$ cat src/source/pkt_pkg.sv
package pkt_pkg;

    // Data widths of the wide packet memory and the narrow stream side.
    localparam int MEM_WIDTH = 64;
    localparam int FWD_WIDTH = 32;
    localparam int RATIO     = MEM_WIDTH / FWD_WIDTH; // Narrow words per memory word.

    // Address widths. The narrow address has one extra bit per doubling of width.
    localparam int MEM_ADDR_WIDTH = 9;
    localparam int FWD_ADDR_WIDTH = 10;
    localparam int OFS_WIDTH      = FWD_ADDR_WIDTH - MEM_ADDR_WIDTH; // Lane offset bits.
    localparam int MEM_DEPTH      = 1 << MEM_ADDR_WIDTH;

    localparam int MEM_LAT   = 1;  // Read latency of the packet memory in cycles.
    localparam int LEN_WIDTH = 11; // Holds lengths from 1 up to and including 1024.

    typedef logic [MEM_WIDTH-1:0]      mem_word_t;
    typedef logic [FWD_WIDTH-1:0]      fwd_word_t;
    typedef logic [MEM_ADDR_WIDTH-1:0] mem_addr_t;
    typedef logic [FWD_ADDR_WIDTH-1:0] fwd_addr_t;
    typedef logic [LEN_WIDTH-1:0]      pkt_len_t;
    typedef logic [RATIO-1:0]          lane_en_t; // Bit 1 is the upper lane.

    // One write into the packet memory. Nothing is written when en is all zero.
    typedef struct packed {
        lane_en_t  en;
        mem_addr_t addr;
        mem_word_t data;
    } mem_wr_t;

    // The forwarder either waits for a packet or streams one out.
    typedef enum logic {
        idle,
        send
    } fwd_state_t;

endpackage

$ cat src/source/forwarder.sv
`timescale 1ns/1ns

module forwarder (
    input  logic               clk,
    input  logic               reset,
    input  logic               pkt_ready,   // A complete packet sits in the memory.
    input  pkt_pkg::pkt_len_t  pkt_len,     // Its length, valid with pkt_ready.
    output pkt_pkg::fwd_addr_t fwd_addr,    // Narrow read address to the adapter.
    input  pkt_pkg::fwd_word_t fwd_rd_data, // Read data, MEM_LAT cycles behind.
    output logic               out_valid,
    output logic               out_last,
    output pkt_pkg::fwd_word_t out_data,
    output logic               fwd_busy     // Held until the last word has left.
);

    pkt_pkg::fwd_state_t state;
    pkt_pkg::fwd_addr_t  rd_addr;   // Address issued this cycle.
    pkt_pkg::fwd_addr_t  last_addr; // Address of the final word of the packet.
    logic                rd_en;     // A read is issued this cycle.
    logic                rd_last;   // The read issued this cycle is the final one.

    // One flag per cycle of read latency. Bit MEM_LAT-1 lines up with the data.
    logic [pkt_pkg::MEM_LAT-1:0] valid_pipe;
    logic [pkt_pkg::MEM_LAT-1:0] last_pipe;

    assign fwd_addr = rd_addr;
    assign rd_en    = (state == pkt_pkg::send);
    assign rd_last  = rd_en && (rd_addr == last_addr);

    // The FSM issues one read per cycle with no gaps, from address 0 up to the
    // last address, then drops back to idle.
    always_ff @(posedge clk) begin
        if (reset) begin
            state   <= pkt_pkg::idle;
            rd_addr <= '0;
        end else begin
            unique case (state)
                pkt_pkg::idle: begin
                    if (pkt_ready) begin
                        state   <= pkt_pkg::send;
                        rd_addr <= '0; // Every packet starts at word 0.
                    end
                end
                pkt_pkg::send: begin
                    if (rd_last) begin
                        state <= pkt_pkg::idle;
                    end else begin
                        rd_addr <= rd_addr + 1'b1;
                    end
                end
                default: state <= pkt_pkg::idle;
            endcase
        end
    end

    // The length is latched as the index of the final word. A 1024-word packet
    // gives 1023, which still fits in a narrow address.
    always_ff @(posedge clk) begin
        if (state == pkt_pkg::idle && pkt_ready) begin
            last_addr <= pkt_pkg::fwd_addr_t'(pkt_len - 1'b1);
        end
    end

    // Issue and last flags ride along with the read for MEM_LAT cycles, so
    // the output strobes come out together with the matching data word.
    always_ff @(posedge clk) begin
        if (reset) begin
            valid_pipe <= '0;
            last_pipe  <= '0;
        end else begin
            valid_pipe[0] <= rd_en;
            last_pipe[0]  <= rd_last;
            for (int i = 1; i < pkt_pkg::MEM_LAT; i++) begin
                valid_pipe[i] <= valid_pipe[i-1];
                last_pipe[i]  <= last_pipe[i-1];
            end
        end
    end

    assign out_valid = valid_pipe[pkt_pkg::MEM_LAT-1];
    assign out_last  = last_pipe[pkt_pkg::MEM_LAT-1];
    assign out_data  = fwd_rd_data; // Already aligned by the adapter.

    // Busy covers the reads still in flight after the FSM has gone idle, so it
    // falls in the cycle after out_last.
    assign fwd_busy = rd_en || (|valid_pipe);

endmodule

$ cat config.mk
export PLATFORM = sky130hd
export DESIGN_NAME = forwarder
export DESIGN_NICKNAME = d
export VERILOG_FILES = /design/src/source/pkt_pkg.sv /design/src/source/forwarder.sv
export SDC_FILE = /design/constraint.sdc
export NUM_CORES = 1
export LEC_CHECK = 0
export BUFFER_PORTS_ARGS = -buffer_cell sky130_fd_sc_hd__buf_4
export CORE_ASPECT_RATIO = 1.75
export CORE_MARGIN = 2
export CORE_UTILIZATION = 30
export DETAILED_ROUTE_END_ITERATION = 8
export SYNTH_ARGS = -nofsm -noshare
export SYNTH_HDL_FRONTEND = slang
export SYNTH_SLANG_ARGS = --single-unit
$ cat constraint.sdc
create_clock -name clk -period 4.3 [get_ports clk]
set_clock_uncertainty 0.05 [all_clocks]
set_input_delay 1.29 -clock clk [delete_from_list [all_inputs] [get_ports clk]]
set_output_delay 1.29 -clock clk [all_outputs]
set_load 0.05 [all_outputs]
==> results.py <==
metrics = {
    "outcome": {
        "status": "completed",
    },
    "synthesis": {
        "ys_warn_count": 0,
        "synth-seq-cells": 23,
        "post_synth_num_cell_types": 38,
        "synth_area_um2": 1460,
        "ys_seq_area_share_pct": 38.5,
        "syn_inst": 151,
        "synth_nets": 199,
        "syn_area_per_cell_um2": 9.65,
    },
    "die": {
        "io_pins": 91,
        "dieWidth_um": 56.7,
        "die_h_um": 96.2,
        "core_region_area_um2": 4670,
        "num_rows": 33,
        "die_area_um2": 5450,
        "start_util_pct": 31.2,
    },
    "critical_path": {
        "crit_fanout": 1,
        "reg2reg_depth": 5,
        "cp.required_ns": 2.96,
        "crit_path_start_kind": "primary input",
        "end_kind": "output port",
        "path_class": "primary input to output port",
        "cp_num_cells": 0,
        "critPathArrivalTime_ns": 1.29,
    },
    "routing": {
        "wl_per_cell_um": 14.4,
        "first_pass_iters": 4,
        "drtIter0Drc": 21,
        "antenna_left": 0,
        "route.detailed.drc": 0,
        "vias_per_cell": 5.17,
        "drt-total-wl_mm": 2.83,
        "num_vias": 1019,
    },
    "timing": {
        "clock.fmax_mhz": 380,
        "setup_violations": 0,
        "rsz0062_at_grt": "false",
        "fin_crit_ns": 2.63,
        "timing.final.max_slew_violations": 0,
        "finalCritPeriodShare_pct": 61.2,
        "relSlewSlack_pct": 37.5,
        "tns_ns": 0,
        "tightestPinTransition_ns": 0.933,
        "hold_violations": 0,
    },
    "clock_tree": {
        "hold_buffers": 0,
        "clock_tree.root_cell": "clkbuf_8",
        "cts.sink_count": 23,
        "numCtsBuffers": 3,
        "htree_levels": 1,
        "cts_setup_buffers": 0,
        "cts_tree": "done",
        "clk-insertion-delay-late_ns": 0.26,
        "ctsResizeCount": 0,
        "clk_pin_slew_ns": 0.08,
        "cts_buffer_depth": 2,
    },
    "flow_run": {
        "drv_cap": 0,
    },
    "power": {
        "peakVddDrop_mv": 0.144,
        "power.total_w": 0.000432,
        "leakagePower_nw": 0.539,
        "powerDensity_nw_per_um2": 290,
    },
    "cells_and_area": {
        "num_antenna_cells": 0,
        "fillCellCount": 501,
        "fin_nets": 194,
        "drive_gt1_share_pct": 25.5,
        "multi_input_area_um2": 608,
        "syn_to_final_growth_pct": 2.15,
        "seqCellArea_um2": 561,
        "postLayoutCellArea_um2": 1490,
    },
    "worst_hold_path": {
        "min_path_type": "flop to flop",
        "hold_depth": 2,
    },
    "global_routing": {
        "antenna_found_initial": 0,
        "grt_pass1_wl_mm": 4.54,
        "grt_usage_pct": 10.9,
        "grt_pass1_vias": 980,
        "grt_max_degree": 18,
        "gr-total-overflow": 0,
    },
    "place": {
        "dp_hpwl_mm": 2.23,
        "postPlaceCellArea_um2": 1440,
        "place.gp.congestion": 0.824,
        "portBuffers": 25,
    },
}
==> flip-flops by register name (all words and copies together), names as in the netlist <==
| name | count |
|---|---|
| fwd_addr | 10 |
| last_addr | 10 |
| out_last | 1 |
| out_valid | 1 |
| rd_en | 1 |
==> final timing paths <==
check / startpoint / to / slack [ns]
max: fwd_rd_data[7] / out_data[7] / 1.67
min: fwd_addr[9] / fwd_addr[9] / 0.49
max reg2reg: fwd_addr[0] / fwd_addr[5] / 2.12
min reg2reg: fwd_addr[9] / fwd_addr[9] / 0.49
==> per-layer routing <==
metal,share of wire (%),global-route usage (%),vias up
li1,-,-,490
met1,33,9.55,475
met2,54,19.9,31
met3,6.8,2.02,23
met4,5.8,11.3,0
met5,0,0,-
==> worst register-to-register path, delay by kind of cell (launching register included) <==
family | cells | cell delay (ns)
flip-flops | 1 | 0.57
AND/OR/NAND/NOR | 2 | 0.90
XOR/XNOR | 1 | 0.17
AO/OA/AOI/OAI | 2 | 0.41
==> cell type report <==
| cell class | count | area share (%) |
|---|---|---|
| Tap cell | 52 | 4.37 |
| Clock buffer | 4 | 3.03 |
| Inverter | 6 | 1.51 |
| Multi-Input combinational cell | 87 | 40.8 |
| Sequential cell | 23 | 37.6 |
| Timing Repair Buffer | 25 | 12.6 |
==> placed cells by master (no fill, tap or decap), types with 2 or more instances in the layout <==
cell / instances
o311ai_1: 4
ha_1: 2
nand2_1: 12
xor2_1: 4
o31ai_1: 2
nor2_1: 8
o211ai_1: 3
nand3_1: 7
nand3_2: 2
o311ai_0: 2
nor3_1: 3
o41ai_1: 2
nand2b_1: 3
buf_4: 25
inv_1: 6
dfxtp_1: 13
xnor2_1: 13
edfxtp_1: 10
clkbuf_8: 3
or4_1: 3
==> metrics by stage <==
| step | util [%] | hold slack [ns] | worst slack (ns) | cells |
|---|---|---|---|---|
| 2_1_floorplan | - | 0.456 | 1.50 | 151 |
| 3_3_place_gp | 30.9 | 0.482 | 1.49 | 193 |
| 3_5_place_dp | 30.9 | 0.478 | 1.47 | 193 |
| 4_1_cts | 31.9 | 0.491 | 1.67 | 197 |
| 5_1_grt | 31.9 | 0.521 | 1.67 | 197 |
| 6_report | 31.9 | 0.494 | 1.67 | 197 |
==> report_power, final <==
part	internal [W]	switching (W)
combinational	0.0000233	0.0000308
clock	0.0000661	0.0000674
sequential	0.000238	0.00000695
==> logic make-up after synthesis <==
logic type	share of synthesized area, %
AOI/OAI and AO/OA	9.18
and+or+nand+nor	19.5
xor gates and xnor gates	11.3
buffers and inverters	19.8
DFF	38.5
adders and majority gates	1.72
==> synth_stat cells, drive strengths merged <==
cell | count | area share, %
nand2 | 13 | 3.5
nor4 | 2 | 1.3
or4 | 3 | 1.5
nor2b | 1 | 0.43
inv | 6 | 1.5
o31ai | 2 | 1.0
nor3 | 4 | 1.7
or3 | 1 | 0.43
o211ai | 3 | 1.5
nand4 | 2 | 1.3
dfxtp | 13 | 18
buf | 34 | 18
xor2 | 4 | 2.4
nor4b | 1 | 0.60
nand3 | 9 | 3.8
o2bb2ai | 1 | 0.60
clkbuf | 1 | 0.26
o311ai | 6 | 3.6
nand2b | 3 | 1.3
edfxtp | 10 | 21
nor2 | 9 | 2.5
xnor2 | 14 | 8.9
ha | 2 | 1.7
or4b | 1 | 0.69
o21ai | 2 | 0.69
a211oi | 1 | 0.52
or2 | 1 | 0.43
o41ai | 2 | 1.2
Note: power is estimated with default switching activity, not from simulation.
