File: src/source/pkt_pkg.sv
package pkt_pkg;

    // Data widths of the wide packet memory and the narrow stream side.
    localparam int MEM_WIDTH = 64;
    localparam int FWD_WIDTH = 32;
    localparam int RATIO     = MEM_WIDTH / FWD_WIDTH; // Narrow words per memory word.

    // Address widths. The narrow address has one extra bit per doubling of width.
    localparam int MEM_ADDR_WIDTH = 9;
    localparam int FWD_ADDR_WIDTH = 10;
    localparam int OFS_WIDTH      = FWD_ADDR_WIDTH - MEM_ADDR_WIDTH; // Lane offset bits.
    localparam int MEM_DEPTH      = 1 << MEM_ADDR_WIDTH;

    localparam int MEM_LAT   = 1;  // Read latency of the packet memory in cycles.
    localparam int LEN_WIDTH = 11; // Holds lengths from 1 up to and including 1024.

    typedef logic [MEM_WIDTH-1:0]      mem_word_t;
    typedef logic [FWD_WIDTH-1:0]      fwd_word_t;
    typedef logic [MEM_ADDR_WIDTH-1:0] mem_addr_t;
    typedef logic [FWD_ADDR_WIDTH-1:0] fwd_addr_t;
    typedef logic [LEN_WIDTH-1:0]      pkt_len_t;
    typedef logic [RATIO-1:0]          lane_en_t; // Bit 1 is the upper lane.

    // One write into the packet memory. Nothing is written when en is all zero.
    typedef struct packed {
        lane_en_t  en;
        mem_addr_t addr;
        mem_word_t data;
    } mem_wr_t;

    // The forwarder either waits for a packet or streams one out.
    typedef enum logic {
        idle,
        send
    } fwd_state_t;

endpackage

File: src/source/snooper.sv
`timescale 1ns/1ns

module snooper (
    input  logic               clk,
    input  logic               reset,
    input  logic               in_valid,  // One word of the packet is on in_data.
    input  logic               in_last,   // The word on in_data ends the packet.
    input  pkt_pkg::fwd_word_t in_data,
    input  logic               fwd_busy,  // The forwarder still owns the memory.
    output pkt_pkg::mem_wr_t   mem_wr,
    output logic               pkt_ready, // One-cycle pulse after the last word.
    output pkt_pkg::pkt_len_t  pkt_len,   // Length in words, valid with pkt_ready.
    output logic               receiving  // A packet is partly stored.
);

    pkt_pkg::fwd_addr_t wr_ptr; // Narrow address of the next word to store.
    logic               accept; // The word on in_data is taken this cycle.

    // Only one packet fits in the memory. A word that arrives while the previous
    // packet is still handed over or streamed out would overwrite it, so such a
    // word is ignored here and flagged by the protocol checker.
    assign accept = in_valid && !fwd_busy && !pkt_ready;

    // The low pointer bits choose the lane. Word 0 of each pair goes to the
    // upper lane, which gives the big-endian order that the adapter expects.
    always_comb begin
        mem_wr.addr = wr_ptr[pkt_pkg::FWD_ADDR_WIDTH-1:pkt_pkg::OFS_WIDTH];
        mem_wr.data = {pkt_pkg::RATIO{in_data}}; // Same word copied into every lane.
        mem_wr.en   = '0;
        if (accept) begin
            mem_wr.en = pkt_pkg::lane_en_t'(1) <<
                (pkt_pkg::RATIO - 1 - int'(wr_ptr[pkt_pkg::OFS_WIDTH-1:0]));
        end
    end

    // Control state. The pointer goes back to zero at the end of every packet
    // so the next packet starts at memory word 0.
    always_ff @(posedge clk) begin
        if (reset) begin
            wr_ptr    <= '0;
            pkt_ready <= 1'b0;
            receiving <= 1'b0;
        end else begin
            pkt_ready <= 1'b0; // A pulse unless set again below.
            if (accept) begin
                if (in_last) begin
                    wr_ptr    <= '0;
                    pkt_ready <= 1'b1;
                    receiving <= 1'b0; // The pulse takes over the busy indication.
                end else begin
                    wr_ptr    <= wr_ptr + 1'b1;
                    receiving <= 1'b1;
                end
            end
        end
    end

    // The length is a payload register. It is only looked at while pkt_ready
    // is high, and it is loaded at the same edge that raises pkt_ready.
    always_ff @(posedge clk) begin
        if (accept && in_last) begin
            pkt_len <= pkt_pkg::pkt_len_t'(wr_ptr) + 1'b1; // Last index plus one.
        end
    end

endmodule

File: config.mk
export PLATFORM = sky130hd
export DESIGN_NAME = snooper
export DESIGN_NICKNAME = d
export VERILOG_FILES = /design/src/source/pkt_pkg.sv /design/src/source/snooper.sv
export SDC_FILE = /design/constraint.sdc
export NUM_CORES = 1
export LEC_CHECK = 0
export ABC_AREA = 1
export BUFFER_PORTS_ARGS = -buffer_cell sky130_fd_sc_hd__buf_2
export CAP_MARGIN = 10
export CORE_UTILIZATION = 44
export CTS_BUF_LIST = sky130_fd_sc_hd__clkbuf_4 sky130_fd_sc_hd__clkbuf_8
export CTS_CLUSTER_DIAMETER = 40
export DETAILED_ROUTE_END_ITERATION = 7
export MAX_ROUTING_LAYER = met4
export PLACE_DENSITY = 0.95
export SETUP_SLACK_MARGIN = 0.1
export SLEW_MARGIN = 20
export SYNTH_ARGS = -nofsm -noshare
export SYNTH_HDL_FRONTEND = slang
export SYNTH_SLANG_ARGS = --single-unit
File: constraint.sdc
create_clock -name clk -period 4.1 [get_ports clk]
set_clock_uncertainty 0.1 [all_clocks]
set_input_delay 0.615 -clock clk [delete_from_list [all_inputs] [get_ports clk]]
set_output_delay 0.615 -clock clk [all_outputs]
set_load 0.05 [all_outputs]
==> key figures <==
CTS
  • Total number of H-tree levels: 1
  • CTS tree: built
  • Total CTS buffers: 3
  • CTS root buffer: sky130_fd_sc_hd__clkbuf_4
  • Clock sink total: 23
  • Clock transition at the register clock pins on the worst setup and hold paths after CTS: between 100 and 150 ps
  • Hold-fix buffers at CTS: 0
  • Total setup buffers inserted after CTS: 0
  • Gates resized, CTS repair: 0
  • Latest clock arrival within the worst-skew pair: approximately 300 ps
  • Bufs on Longest Clock Path: 2

Floorplanning
  • Die Ht: around 60 um
  • Starting utilization of the core area: ~46%
  • Row Count: 21
  • Die width: 61.4 um
  • Total I/O pin count: between 100 and 150
  • Die area: ~3800 sq um
  • Core region area: roughly 3400 sq um

Synthesis
  • Synth area leader: sky130_fd_sc_hd__buf_4
  • FF+latch count, synth: 23
  • Most repeated cell in the gate-level netlist after synthesis: sky130_fd_sc_hd__buf_4
  • Post-synth net total: 220
  • Synth async-reset ratio: 0%
  • Synth warn: 0
  • Post-Synthesis Mean Instance Area: about 8.5 sq um
  • Most instantiated flip-flop cell in the synthesis netlist: sky130_fd_sc_hd__dfxtp_1
  • Synthesized cell area: 1550 sq um
  • Number of flops mapped to enable cells by yosys: 11
  • Synth top cells by count: sky130_fd_sc_hd__buf_4 (73), sky130_fd_sc_hd__nand2_1 (30), sky130_fd_sc_hd__dfxtp_1 (12)
  • Area share of the largest cell type after synthesis: between 30% and 40%
  • Gate Count Post-Synth: between 150 and 200
  • Unique cell type count in the Yosys netlist: 24
  • Sequential fraction of the synthesis area: 36.7%
  • Top post-synthesis cells by area: sky130_fd_sc_hd__buf_4 (35%), sky130_fd_sc_hd__edfxtp_1 (21%), sky130_fd_sc_hd__dfxtp_1 (15%), sky130_fd_sc_hd__nand2_1 (7.2%), sky130_fd_sc_hd__a21oi_1 (2.6%)

Route
  • DRT antenna net count: 0
  • Iteration count of the initial detailed-routing pass: 4
  • Total Wirelength: about 2.6 mm
  • DRC violation count after routing: 0
  • Avg WL per Cell: 14.0 um
  • Avg Vias per Cell: 4.67
  • Iter 0 DRT Violations: 37
  • Overall via count from detail_route: around 860

Setup path
  • Arrival time at the worst endpoint: 1580 ps
  • Kind of capture point of the worst setup path: primary output
  • Termination of the worst setup path: mem_wr[73]
  • Critical Path Source: fwd_busy
  • Worst Path Class, Setup: primary input to primary output
  • Cell depth of the worst flop-to-flop path: 5
  • Reg-to-reg critical path startpoint: wr_ptr[0]$_SDFFE_PP0P_
  • Crit Path Max Fanout: 12
  • Required time at the worst-slack endpoint: about 3400 ps
  • Worst r2r dst: pkt_len[8]$_DFFE_PP_
  • Setup slack of the worst register-to-register path: 2480 ps
  • Crit path launch type: primary input

Global route
  • Antenna violations before repair: 0
  • First-pass GRT wire length: just under 4 mm
  • All-layer global routing usage: 15.1%
  • Pin count of the biggest net entering global routing: 13
  • GRT overflow: 0
  • Via count of the first global-routing pass: about 790

Cells and area
  • Share of post-route cells with drive strength above 1: between 30% and 40%
  • Fill cell count: 343
  • Final layout net count: between 150 and 200
  • Number of antenna diodes: 0
  • Layout Area Growth over Synthesis: -21.1%

Place
  • Pre-CTS setup slack: approximately 1800 ps
  • Routability congestion estimate from global placement: between 0.7 and 0.8
  • Total half-perimeter wirelength after legalization and detailed placement: between 2 and 2.5 mm
  • Count of buffers from port buffering: 28

Timing
  • Measured slew at the worst slew-check pin: between 400 and 500 ps
  • Period utilisation layout: a little under three fifths
  • Max-slew violations: 0
  • Final total negative setup slack: 0 ps
  • Tmin final: ~2300 ps
  • PnR worst setup slack: ~1800 ps
  • Relative slew margins: just over 70%
  • Maximum achievable frequency: around 440 MHz
  • Final Hold Vio Count: 0
  • Final setup viols: 0
  • RSZ-0062 raised after global routing: no

Run status
  • Outcome: completed

Run
  • Max Cap Viol: 0

Power and ir drop
  • Leakage component of the power: ~0.52 nW
  • Maximum VDD drop: around 90 uV
  • Power Dens Cells: 311 nW/um^2

Min path
  • Class of the most critical hold timing path: flop to flop
==> metal layers <==
layer  wire (um)  vias to the layer above  GRT usage (%)
met5           0                        -              -
met4          61                        0           8.89
met3         290                        9           6.09
met1         809                      376           13.9
li1            -                      416              -
met2        1430                       63           26.1
==> kinds of logic (layout without fill, tap and decap cells) <==
kind of cell	count (synthesis)	after routing	synth area share [%]
AOI/OAI and AO/OA	11	11	3.95
xor gates and xnor gates	3	3	2.17
adders and majority gates	1	1	0.805
buffers and inverters	86	43	38.4
DFF	23	23	36.7
and+or+nand+nor	58	58	18.0
==> per-stage QoR <==
stage                     cells  util (%)  hold WS, ps  instance area (sq um)  power, mW
after floorplan             182         -          372                   1550      0.439
after global placement      181      35.6          384                   1200      0.277
after detailed placement    181      35.6          389                   1200      0.278
after CTS                   185      36.5          409                   1230      0.384
after global routing        185      36.5          439                   1230      0.393
final                       185      36.5          407                   1230      0.381
==> worst min-delay path by stage <==
stage                           startpoint                endpoint  cells after the start
floorplan           wr_ptr[9]$_SDFFE_PP0P_  wr_ptr[9]$_SDFFE_PP0P_                      2
global placement    wr_ptr[3]$_SDFFE_PP0P_  wr_ptr[3]$_SDFFE_PP0P_                      2
detailed placement  wr_ptr[3]$_SDFFE_PP0P_  wr_ptr[3]$_SDFFE_PP0P_                      2
CTS                 wr_ptr[3]$_SDFFE_PP0P_  wr_ptr[3]$_SDFFE_PP0P_                      2
global route        wr_ptr[8]$_SDFFE_PP0P_  wr_ptr[8]$_SDFFE_PP0P_                      2
finish              wr_ptr[3]$_SDFFE_PP0P_  wr_ptr[3]$_SDFFE_PP0P_                      2
==> cell usage in the layout (no fill, tap or decap), types with 3 or more instances in the layout <==
| cell | Yosys | layout |
|---|---|---|
| sky130_fd_sc_hd__nand3_1 | 6 | 6 |
| sky130_fd_sc_hd__nor2_1 | 8 | 8 |
| sky130_fd_sc_hd__buf_2 | 0 | 28 |
| sky130_fd_sc_hd__dfxtp_1 | 12 | 12 |
| sky130_fd_sc_hd__and2_1 | 3 | 3 |
| sky130_fd_sc_hd__edfxtp_1 | 11 | 11 |
| sky130_fd_sc_hd__nand2_1 | 30 | 30 |
| sky130_fd_sc_hd__clkbuf_4 | 0 | 4 |
| sky130_fd_sc_hd__a21oi_1 | 8 | 8 |
| sky130_fd_sc_hd__inv_1 | 10 | 10 |
==> flip-flops by register name (all words and copies together) (netlist names) <==
name	cells
wr_ptr	10
pkt_ready	1
receiving	1
pkt_len	11
==> power breakdown <==
group	switching [mW]	leakage (nW)	internal (mW)
Sequential	0.00176	0.210	0.243
Clock	0.0636	0.0184	0.0445
Combinational	0.0228	0.292	0.00593
Total	0.0881	0.520	0.293
==> critical path, cell delays in order <==
cell                     delay (ps)
sky130_fd_sc_hd__buf_2          110
sky130_fd_sc_hd__nor3_2         260
sky130_fd_sc_hd__inv_2          170
sky130_fd_sc_hd__nor2_1         150
sky130_fd_sc_hd__buf_2          280
==> layout make-up <==
| class | count | area, sq um | share of cell area [%] |
|---|---|---|---|
| Clock buffer | 4 | 30.0 | 2.45 |
| Inverter | 11 | 41.3 | 3.37 |
| Multi-Input combinational cell | 73 | 387 | 31.5 |
| Sequential cell | 23 | 571 | 46.5 |
| Tap cell | 46 | 57.6 | 4.69 |
| Timing Repair Buffer | 28 | 140 | 11.4 |
Power figures use the tool's default switching activity.
