**src/source/pkt_pkg.sv**
```systemverilog
package pkt_pkg;

    // Data widths of the wide packet memory and the narrow stream side.
    localparam int MEM_WIDTH = 64;
    localparam int FWD_WIDTH = 32;
    localparam int RATIO     = MEM_WIDTH / FWD_WIDTH; // Narrow words per memory word.

    // Address widths. The narrow address has one extra bit per doubling of width.
    localparam int MEM_ADDR_WIDTH = 9;
    localparam int FWD_ADDR_WIDTH = 10;
    localparam int OFS_WIDTH      = FWD_ADDR_WIDTH - MEM_ADDR_WIDTH; // Lane offset bits.
    localparam int MEM_DEPTH      = 1 << MEM_ADDR_WIDTH;

    localparam int MEM_LAT   = 1;  // Read latency of the packet memory in cycles.
    localparam int LEN_WIDTH = 11; // Holds lengths from 1 up to and including 1024.

    typedef logic [MEM_WIDTH-1:0]      mem_word_t;
    typedef logic [FWD_WIDTH-1:0]      fwd_word_t;
    typedef logic [MEM_ADDR_WIDTH-1:0] mem_addr_t;
    typedef logic [FWD_ADDR_WIDTH-1:0] fwd_addr_t;
    typedef logic [LEN_WIDTH-1:0]      pkt_len_t;
    typedef logic [RATIO-1:0]          lane_en_t; // Bit 1 is the upper lane.

    // One write into the packet memory. Nothing is written when en is all zero.
    typedef struct packed {
        lane_en_t  en;
        mem_addr_t addr;
        mem_word_t data;
    } mem_wr_t;

    // The forwarder either waits for a packet or streams one out.
    typedef enum logic {
        idle,
        send
    } fwd_state_t;

endpackage

```
**src/source/fwd_width_adapter.sv**
```systemverilog
`timescale 1ns/1ns

module fwd_width_adapter (
    input  logic               clk,
    input  pkt_pkg::fwd_addr_t fwd_addr,    // Narrow word address from the forwarder.
    output pkt_pkg::fwd_word_t fwd_rd_data, // Narrow word, MEM_LAT cycles later.
    output pkt_pkg::mem_addr_t mem_addr,    // Wide word address into the memory.
    input  pkt_pkg::mem_word_t mem_rd_data
);

    // The offset of the narrow word inside its wide word. It has to travel
    // alongside the memory read so that it meets the data it belongs to.
    logic [pkt_pkg::OFS_WIDTH-1:0] offset_pipe [pkt_pkg::MEM_LAT];
    logic [pkt_pkg::OFS_WIDTH-1:0] lane_sel;

    // The wide read word split into its narrow lanes, lane 0 at the bottom.
    pkt_pkg::fwd_word_t lanes [pkt_pkg::RATIO];

    // The upper address bits address the wide word directly. There is no delay
    // on this path, the memory adds its own latency.
    assign mem_addr = fwd_addr[pkt_pkg::FWD_ADDR_WIDTH-1:pkt_pkg::OFS_WIDTH];

    // Offset delay chain, as deep as the memory read.
    always_ff @(posedge clk) begin
        offset_pipe[0] <= fwd_addr[pkt_pkg::OFS_WIDTH-1:0];
        for (int i = 1; i < pkt_pkg::MEM_LAT; i++) begin
            offset_pipe[i] <= offset_pipe[i-1];
        end
    end

    always_comb begin
        for (int i = 0; i < pkt_pkg::RATIO; i++) begin
            lanes[i] = mem_rd_data[i*pkt_pkg::FWD_WIDTH +: pkt_pkg::FWD_WIDTH];
        end
    end

    // Offset 0 is the most significant lane. The snooper writes in this same
    // order, so the words come back out in the order they went in.
    assign lane_sel = pkt_pkg::OFS_WIDTH'(pkt_pkg::RATIO - 1)
                    - offset_pipe[pkt_pkg::MEM_LAT-1];

    assign fwd_rd_data = lanes[lane_sel];

endmodule

```
**config.mk**
```make
export PLATFORM = sky130hd
export DESIGN_NAME = fwd_width_adapter
export DESIGN_NICKNAME = d
export VERILOG_FILES = /design/src/source/pkt_pkg.sv /design/src/source/fwd_width_adapter.sv
export SDC_FILE = /design/constraint.sdc
export NUM_CORES = 1
export LEC_CHECK = 0
export ABC_AREA = 0
export BUFFER_PORTS_ARGS = -buffer_cell sky130_fd_sc_hd__clkbuf_2
export CELL_PAD_IN_SITES_DETAIL_PLACEMENT = 1
export CELL_PAD_IN_SITES_GLOBAL_PLACEMENT = 1
export CORE_UTILIZATION = 17
export CTS_CLUSTER_DIAMETER = 80
export CTS_CLUSTER_SIZE = 24
export DETAILED_ROUTE_END_ITERATION = 10
export PLACE_DENSITY_LB_ADDON = 0.1
export SLEW_MARGIN = 30
export SYNTH_ARGS = -nofsm -noshare
export SYNTH_HDL_FRONTEND = slang
export SYNTH_SLANG_ARGS = --single-unit
```
**constraint.sdc**
```tcl
create_clock -name clk -period 2.2 [get_ports clk]
set_input_delay 0.44 -clock clk [delete_from_list [all_inputs] [get_ports clk]]
set_output_delay 0.44 -clock clk [all_outputs]
set_load 0.01 [all_outputs]
```
==> results of run 1 <==
-- power groups by stage --
stage | Combinational, uW | Clock [uW] | Sequential [uW]
after detailed placement | 225 | 0 | 20.5
after global routing | 239 | 0 | 20.6
final | 221 | 0 | 20.5
after floorplan | 148 | 0 | 19.9
after global placement | 221 | 0 | 20.4
after CTS | 225 | 0 | 20.5
-- worst max-delay path: stages, from the launching register on --
cell      delay (ns)
dfxtp_2         0.32
buf_12          0.23
mux2_2          0.36
clkbuf_2        0.13
-- cell usage after synthesis (all sizes together) --
cell | n | area share (%)
dfxtp | 1 | 3.2
buf | 13 | 22
mux2 | 32 | 75
-- cells by family (layout without fill, tap and decap cells) --
| logic type | Yosys count | in the layout |
|---|---|---|
| DFF | 1 | 1 |
| buffers and inverters | 13 | 98 |
| muxes | 32 | 32 |
-- cell usage in the layout, fill, tap and decap left out --
cell type  count
clkbuf_2      97
mux2_4        30
mux2_2         2
buf_12         1
dfxtp_2        1
-- cell type report --
cell class                 count  area, sq um  area share (%)
timing repair buffer          98          505            47.8
tap                           46         57.6            5.44
multi-input combinational     32          473            44.7
sequential                     1         21.3            2.01
-- how the worst max path moves through the flow --
stage | end | slack (ns) | cells past startpoint
2_1_floorplan | fwd_rd_data[0] | 0.88 | 3
3_3_place_gp | fwd_rd_data[29] | 0.70 | 3
3_5_place_dp | fwd_rd_data[29] | 0.69 | 3
4_1_cts | fwd_rd_data[29] | 0.69 | 3
5_1_grt | fwd_rd_data[30] | 0.67 | 3
6_report | fwd_rd_data[29] | 0.72 | 3
-- through the flow --
step                      instances  hold slack, ns  area (sq um)  total power [uW]  util (%)
final                           177           0.544          1060               241      30.7
after global routing            177           0.552          1060               260      30.7
after CTS                       177           0.545          1060               246      30.7
after detailed placement        177           0.545          1060               245      30.7
after global placement          177           0.542          1060               241      30.7
after floorplan                  46           0.468           632               168         -
-- per-layer routing --
layer	track usage, %	routed length, um	vias to the layer above
met5	0	0	-
met4	1.16	19	0
met3	2.74	233	4
met2	19.6	1090	52
li1	-	-	327
met1	8.31	606	303
==> run summary, run 1 <==
WHS Endpoint: offset_pipe[0]$_DFF_P_
Placer Congestion: 0.617
Flop pwr share: 8.5%
Fmax achieved: 676 MHz
Die Y: 63.0 um
drt wl/cell: 11.0 um
Post-Syn Area: 632 sq um
Post-Synth XOR/XNOR Area: 0%
Slew headroom: 84.1%
Vias: 686
ant diodes: 0
core area: 3440 sq um
Worst Setup SP: offset_pipe[0]$_DFF_P_
minimum clock period: 1.48 ns
worst path arrival time: 1.04 ns
die area: 3960 sq um
CP Capture Type: output port
Internal: 160 uW
pwr dens: 228 nW/um^2
fillers: 453
TritonRoute pass-1 iters: 2
Psw: 81.7 uW
Regs by FF count: offset_pipe x1
outcome: complete, no violations
Post-Syn Nets: 121
Mapped Cells: 46
fin nets: 208
proportion of layout cells with a drive suffix above 1: 100%
vias in the first global route: 677
setup bufs post-CTS: 0
Reg clk slew, reported paths: 0 ns
antenna violations before repair: 0
Clock power frac: 0%
Worst Hold Depth: 1
Hold WC Path Type: input port to flip-flop
P_leak: 0.000675 uW
Mean Syn Cell Area: 13.7 sq um
final worst slack: 0.720 ns
critical path fanouts, max: 32
Initial Utilization: 18.4%
Top reg by flops: offset_pipe
# hold bufs at CTS: 0
Slew @ Worst Pin: 0.238 ns
via/cell ratio: 3.88
fin. max-slew vios: 0
Adder-Cell Fraction of Synth Area: 0%
GRT Total Usage: 9.18%
Yosys cell types: 6
total gr overflow: 0
Antenna Nets Post-Route: 0
setup TNS: 0 ns
RSZ-0062 raised after global routing: no
switching share of power: 33.8%
largest family of logic cells by synthesized area: multiplexers
simple-gate share of the synthesized area: 0%
total routed wirelength: 1950 um
DRC violations left: 0
max cap viols: 0
proportion of synthesized area in mux cells: 74.9%
largest net degree at the start of global routing: 33
Initial DRC Count: 9
Final Setup Violations: 0
YS warnings: 0
Worst setup SP type: flip-flop
I/O Buffers: 97
row count: 21
Seq cells post-synth: 1
Area Overhead vs Synth: 67.3%
sequential element share of the synthesized area: 3.17%
die width: 63.0 um
crit share post-route: 67.3%
IR drop worst, VDD: 0.0940 mV
max reg flops: 1
combinational power share: 91.5%
first-pass GRT wire length: 3040 um
Final Hold Fails: 0
CP Class: flip-flop to output port
WP data required: 1.76 ns
Hold Startpoint: fwd_addr[0]
Resized cells post-CTS: 0
pre-CTS WS: 0.691 ns
Synth Area in Compound Gates: 0%
I/O Pins: 116
(Power assumes the default switching activity.)
==> inputs of run 2 (changes only) <==
--- a/config.mk
+++ b/config.mk
@@ -9,7 +9,7 @@
 export BUFFER_PORTS_ARGS = -buffer_cell sky130_fd_sc_hd__clkbuf_2
 export CELL_PAD_IN_SITES_DETAIL_PLACEMENT = 1
 export CELL_PAD_IN_SITES_GLOBAL_PLACEMENT = 1
-export CORE_UTILIZATION = 17
+export CORE_UTILIZATION = 14
 export CTS_CLUSTER_DIAMETER = 80
 export CTS_CLUSTER_SIZE = 24
 export DETAILED_ROUTE_END_ITERATION = 10
==> constraint.sdc (replaced) <==
create_clock -name clk -period 1.3 [get_ports clk]
set_input_delay 0.26 -clock clk [delete_from_list [all_inputs] [get_ports clk]]
set_output_delay 0.26 -clock clk [all_outputs]
set_load 0.01 [all_outputs]
==> run 2 against run 1 <==
Effect of this change: sequential power grew 74%; combinational power grew 74%; power grew 74%; final cell count grew 5.1%; via count grew 3.1%; global-route usage shrank 1.7 points; sequential share of layout area grew 0.14 points; first-iteration DRC count shrank 78%; core utilization shrank 5.4 points; die area grew 21%; wire length grew 1.2%; sequential cell count is the same.
==> run summary, run 2 (synthesis gave the netlist of run 1 again) <==
outcome: complete, no violations
GRT met2 Usage: 17.6%
setup bufs post-CTS: 0
crit share post-route: 96.1%
ant diodes: 0
cell area after layout: 1100 sq um
worst path arrival time: 0.99 ns
total gr overflow: 0
Hold Startpoint: fwd_addr[0]
Placer Congestion: 0.637
placed instance area: 1100 sq um
fillers: 535
drt wl/cell: 10.6 um
# hold bufs at CTS: 0
fin nets: 211
commonest non-fill, non-tap cell in the layout: clkbuf_2
Initial DRC Count: 2
Worst path max stage delay: 0.36 ns
vias in the first global route: 768
total routed wirelength: 1970 um
worst path cell trace: buf_12 -> mux2_2 -> clkbuf_2
die width: 69.2 um
minimum clock period: 1.25 ns
IR drop worst, VDD: 0.154 mV
I/O Buffers: 97
Slew @ Worst Pin: 0.0956 ns
die area: 4790 sq um
Top reg by flops: offset_pipe
crit path max-delay cell type: dfxtp_4
Die Y: 69.2 um
critical path fanouts, max: 12
Vias: 707
fin. max-slew vios: 0
Antenna Nets Post-Route: 0
first-pass GRT wire length: 3150 um
Fmax achieved: 801 MHz
P_leak: 0.000694 uW
setup TNS: 0 ns
Area Overhead vs Synth: 74.5%
layer with the highest usage: met2
final core utilization: 25.3%
WHS Endpoint: offset_pipe[0]$_DFF_P_
RSZ-0062 raised after global routing: no
core area: 4350 sq um
CP Capture Type: output port
WP data required: 1.04 ns
Slew headroom: 93.6%
row count: 24
proportion of layout cells with a drive suffix above 1: 100%
Reg clk slew, reported paths: 0 ns
pwr dens: 381 nW/um^2
TritonRoute pass-1 iters: 4
I/O Pins: 116
max cap viols: 0
Hold WC Path Type: input port to flip-flop
M1 GR Usage: 6.62%
GRT Total Usage: 7.53%
HPWL after DPL: 1900 um
Worst Hold Depth: 1
max reg flops: 1
Final Setup Violations: 0
met3 Usage GRT: 1.31%
Final Hold Fails: 0
Initial Utilization: 14.5%
Worst setup SP type: flip-flop
via/cell ratio: 3.80
Regs by FF count: offset_pipe x1
antenna violations before repair: 0
DRC violations left: 0
CP Class: flip-flop to output port
largest net degree at the start of global routing: 13
Resized cells post-CTS: 0
most frequent cells in the layout: clkbuf_2 (97), mux2_4 (30), mux2_2 (2), buf_4 (2), buf_12 (2)
-- run 2: critical path: cells and delay by family (launching register included) --
| kind | cells | cell delay (ns) |
|---|---|---|
| mux | 1 | 0.34 |
| flops | 1 | 0.36 |
| buf+inv | 2 | 0.28 |
-- run 2: area by class of cell --
cell class                 count  area (sq um)  share of cell area [%]
multi-input combinational     32           473                    42.9
sequential                     1          23.8                    2.16
tap                           52          65.1                    5.90
timing repair buffer         101           541                    49.0
-- run 2: report_power, final --
part	switching [uW]	total (uW)	internal [uW]	leakage (uW)
Sequential	3.49	35.7	32.2	0.00000878
Combinational	138	384	246	0.000685
Clock	0	0	0	0
-- run 2: worst max-delay path by stage --
stage,start,to,depth (start not counted)
global placement,offset_pipe[0]$_DFF_P_,fwd_rd_data[30],3
floorplan,offset_pipe[0]$_DFF_P_,fwd_rd_data[0],3
detailed placement,offset_pipe[0]$_DFF_P_,fwd_rd_data[30],3
CTS,offset_pipe[0]$_DFF_P_,fwd_rd_data[30],3
global route,offset_pipe[0]$_DFF_P_,fwd_rd_data[30],3
finish,offset_pipe[0]$_DFF_P_,fwd_rd_data[30],3
-- run 2: through the flow --
stage | std cells | hold slack (ns) | setup WS (ns) | power (uW)
after floorplan | 46 | 0.288 | 0.156 | 284
after global placement | 186 | 0.367 | 0.0337 | 423
after detailed placement | 186 | 0.365 | 0.00579 | 428
after CTS | 186 | 0.366 | 0.00384 | 429
after global routing | 186 | 0.374 | 0.0158 | 450
final | 186 | 0.365 | 0.0513 | 420
-- run 2: routing by layer --
metal / wire length [um] / vias to the layer above / share of wire [%]
met5: 0 / - / 0
met4: 0 / 0 / 0
met3: 215 / 0 / 11
met2: 1210 / 56 / 61
met1: 549 / 318 / 28
li1: - / 333 / -
==> inputs of run 3 (changes only) <==
--- a/config.mk
+++ b/config.mk
@@ -14,6 +14,7 @@
 export CTS_CLUSTER_SIZE = 24
 export DETAILED_ROUTE_END_ITERATION = 10
 export PLACE_DENSITY_LB_ADDON = 0.1
+export REMOVE_ABC_BUFFERS = 1
 export SLEW_MARGIN = 30
 export SYNTH_ARGS = -nofsm -noshare
 export SYNTH_HDL_FRONTEND = slang
==> run 3 against run 2 <==
Effect of this change: worst hold slack got worse by 0.0016 ns; global-route usage is 0.43 points higher; sequential power grew 3%; first-iteration DRC count rose to 6.0 times the previous value; die area unchanged; sequential cell count did not move; design area rose by 1.6%; critical path type unchanged.
==> run summary, run 3 (synthesis gave the netlist of run 1 again) <==
outcome: complete, no violations
DRC violations left: 0
antenna violations before repair: 0
max cap viols: 0
WP data required: 1.04 ns
I/O Buffers: 97
via/cell ratio: 3.78
ant diodes: 0
Flop pwr share: 8.6%
Regs by FF count: offset_pipe x1
critical path fanouts, max: 14
HPWL after DPL: 1930 um
drt wl/cell: 11.5 um
Final Hold Fails: 0
crit share post-route: 97.1%
RSZ-0062 raised after global routing: no
Min Hold Slack: 0.363 ns
fin. max-slew vios: 0
pwr dens: 381 nW/um^2
Placer Congestion: 0.654
total routed wirelength: 2140 um
Slew headroom: 92.3%
Internal: 283 uW
setup TNS: 0 ns
Area Overhead vs Synth: 77.2%
Initial Utilization: 14.5%
core area: 4350 sq um
Slew @ Worst Pin: 0.116 ns
CP Capture Type: output port
cell area after layout: 1120 sq um
vias in the first global route: 735
die width: 69.2 um
switching share of power: 33.6%
Hold Startpoint: fwd_addr[0]
Top reg by flops: offset_pipe
die area: 4790 sq um
pre-CTS WS: 0.00247 ns
I/O Pins: 116
# hold bufs at CTS: 0
row count: 24
Fmax achieved: 792 MHz
commonest non-fill, non-tap cell in the layout: clkbuf_2
TritonRoute pass-1 iters: 6
Die Y: 69.2 um
first-pass GRT wire length: 3270 um
worst path arrival time: 1.00 ns
CP Class: flip-flop to output port
Psw: 144 uW
total gr overflow: 0
placed instance area: 1090 sq um
proportion of layout cells with a drive suffix above 1: 100%
combinational power share: 91.4%
most frequent cells in the layout: clkbuf_2 (97), mux2_4 (30), mux2_2 (2), buf_12 (2)
IR drop worst, VDD: 0.163 mV
largest net degree at the start of global routing: 15
P_leak: 0.000702 uW
Initial DRC Count: 12
Hold WC Path Type: input port to flip-flop
Worst Setup SP: offset_pipe[0]$_DFF_P_
fin nets: 211
max reg flops: 1
final worst slack: 0.0380 ns
minimum clock period: 1.26 ns
Clock power frac: 0%
Vias: 704
Final Setup Violations: 0
GRT Total Usage: 7.96%
final core utilization: 25.7%
Reg clk slew, reported paths: 0 ns
Worst setup SP type: flip-flop
Antenna Nets Post-Route: 0
[run 3: worst paths after layout]
| kind | to | slack (ns) | cells past startpoint |
|---|---|---|---|
| max | fwd_rd_data[3] | 0.04 | 3 |
| min | offset_pipe[0]$_DFF_P_ | 0.36 | 1 |
[run 3: power by group through the flow]
stage	logic, uW	clock network [uW]	registers, uW
global placement	384	0	36.7
CTS	390	0	37.0
global route	421	0	37.4
floorplan	182	0	53.8
detailed placement	389	0	37.0
finish	390	0	36.9
[run 3: cell type report]
| class | count | area [sq um] |
|---|---|---|
| fill | 520 | 3230 |
| tap | 52 | 65.1 |
| multi-input combinational | 32 | 473 |
| sequential | 1 | 23.8 |
| timing repair buffer | 101 | 558 |
[run 3: what timing repair did]
| action | in CTS | in global routing |
|---|---|---|
| endpoints found under the setup margin | 0 | 3 |
| setup buffers | 0 | 0 |
| resized for setup | 0 | 1 |
[run 3: critical path, cell delays in order (launching register included)]
cell,delay (ns)
dfxtp_4,0.38
buf_12,0.17
mux2_4,0.31
clkbuf_2,0.13
[run 3: through the flow]
stage                     total power (uW)  instances
final                                  427        186
after global routing                   458        186
after CTS                              427        185
after detailed placement               426        185
after global placement                 420        185
after floorplan                        236         33
[run 3: layer usage]
layer	track usage, %	vias to the layer above	share of wire (%)
li1	-	334	-
met1	8.75	316	33
met2	15.9	54	57
met3	2.18	0	9.7
met4	0	0	0
met5	0	-	0
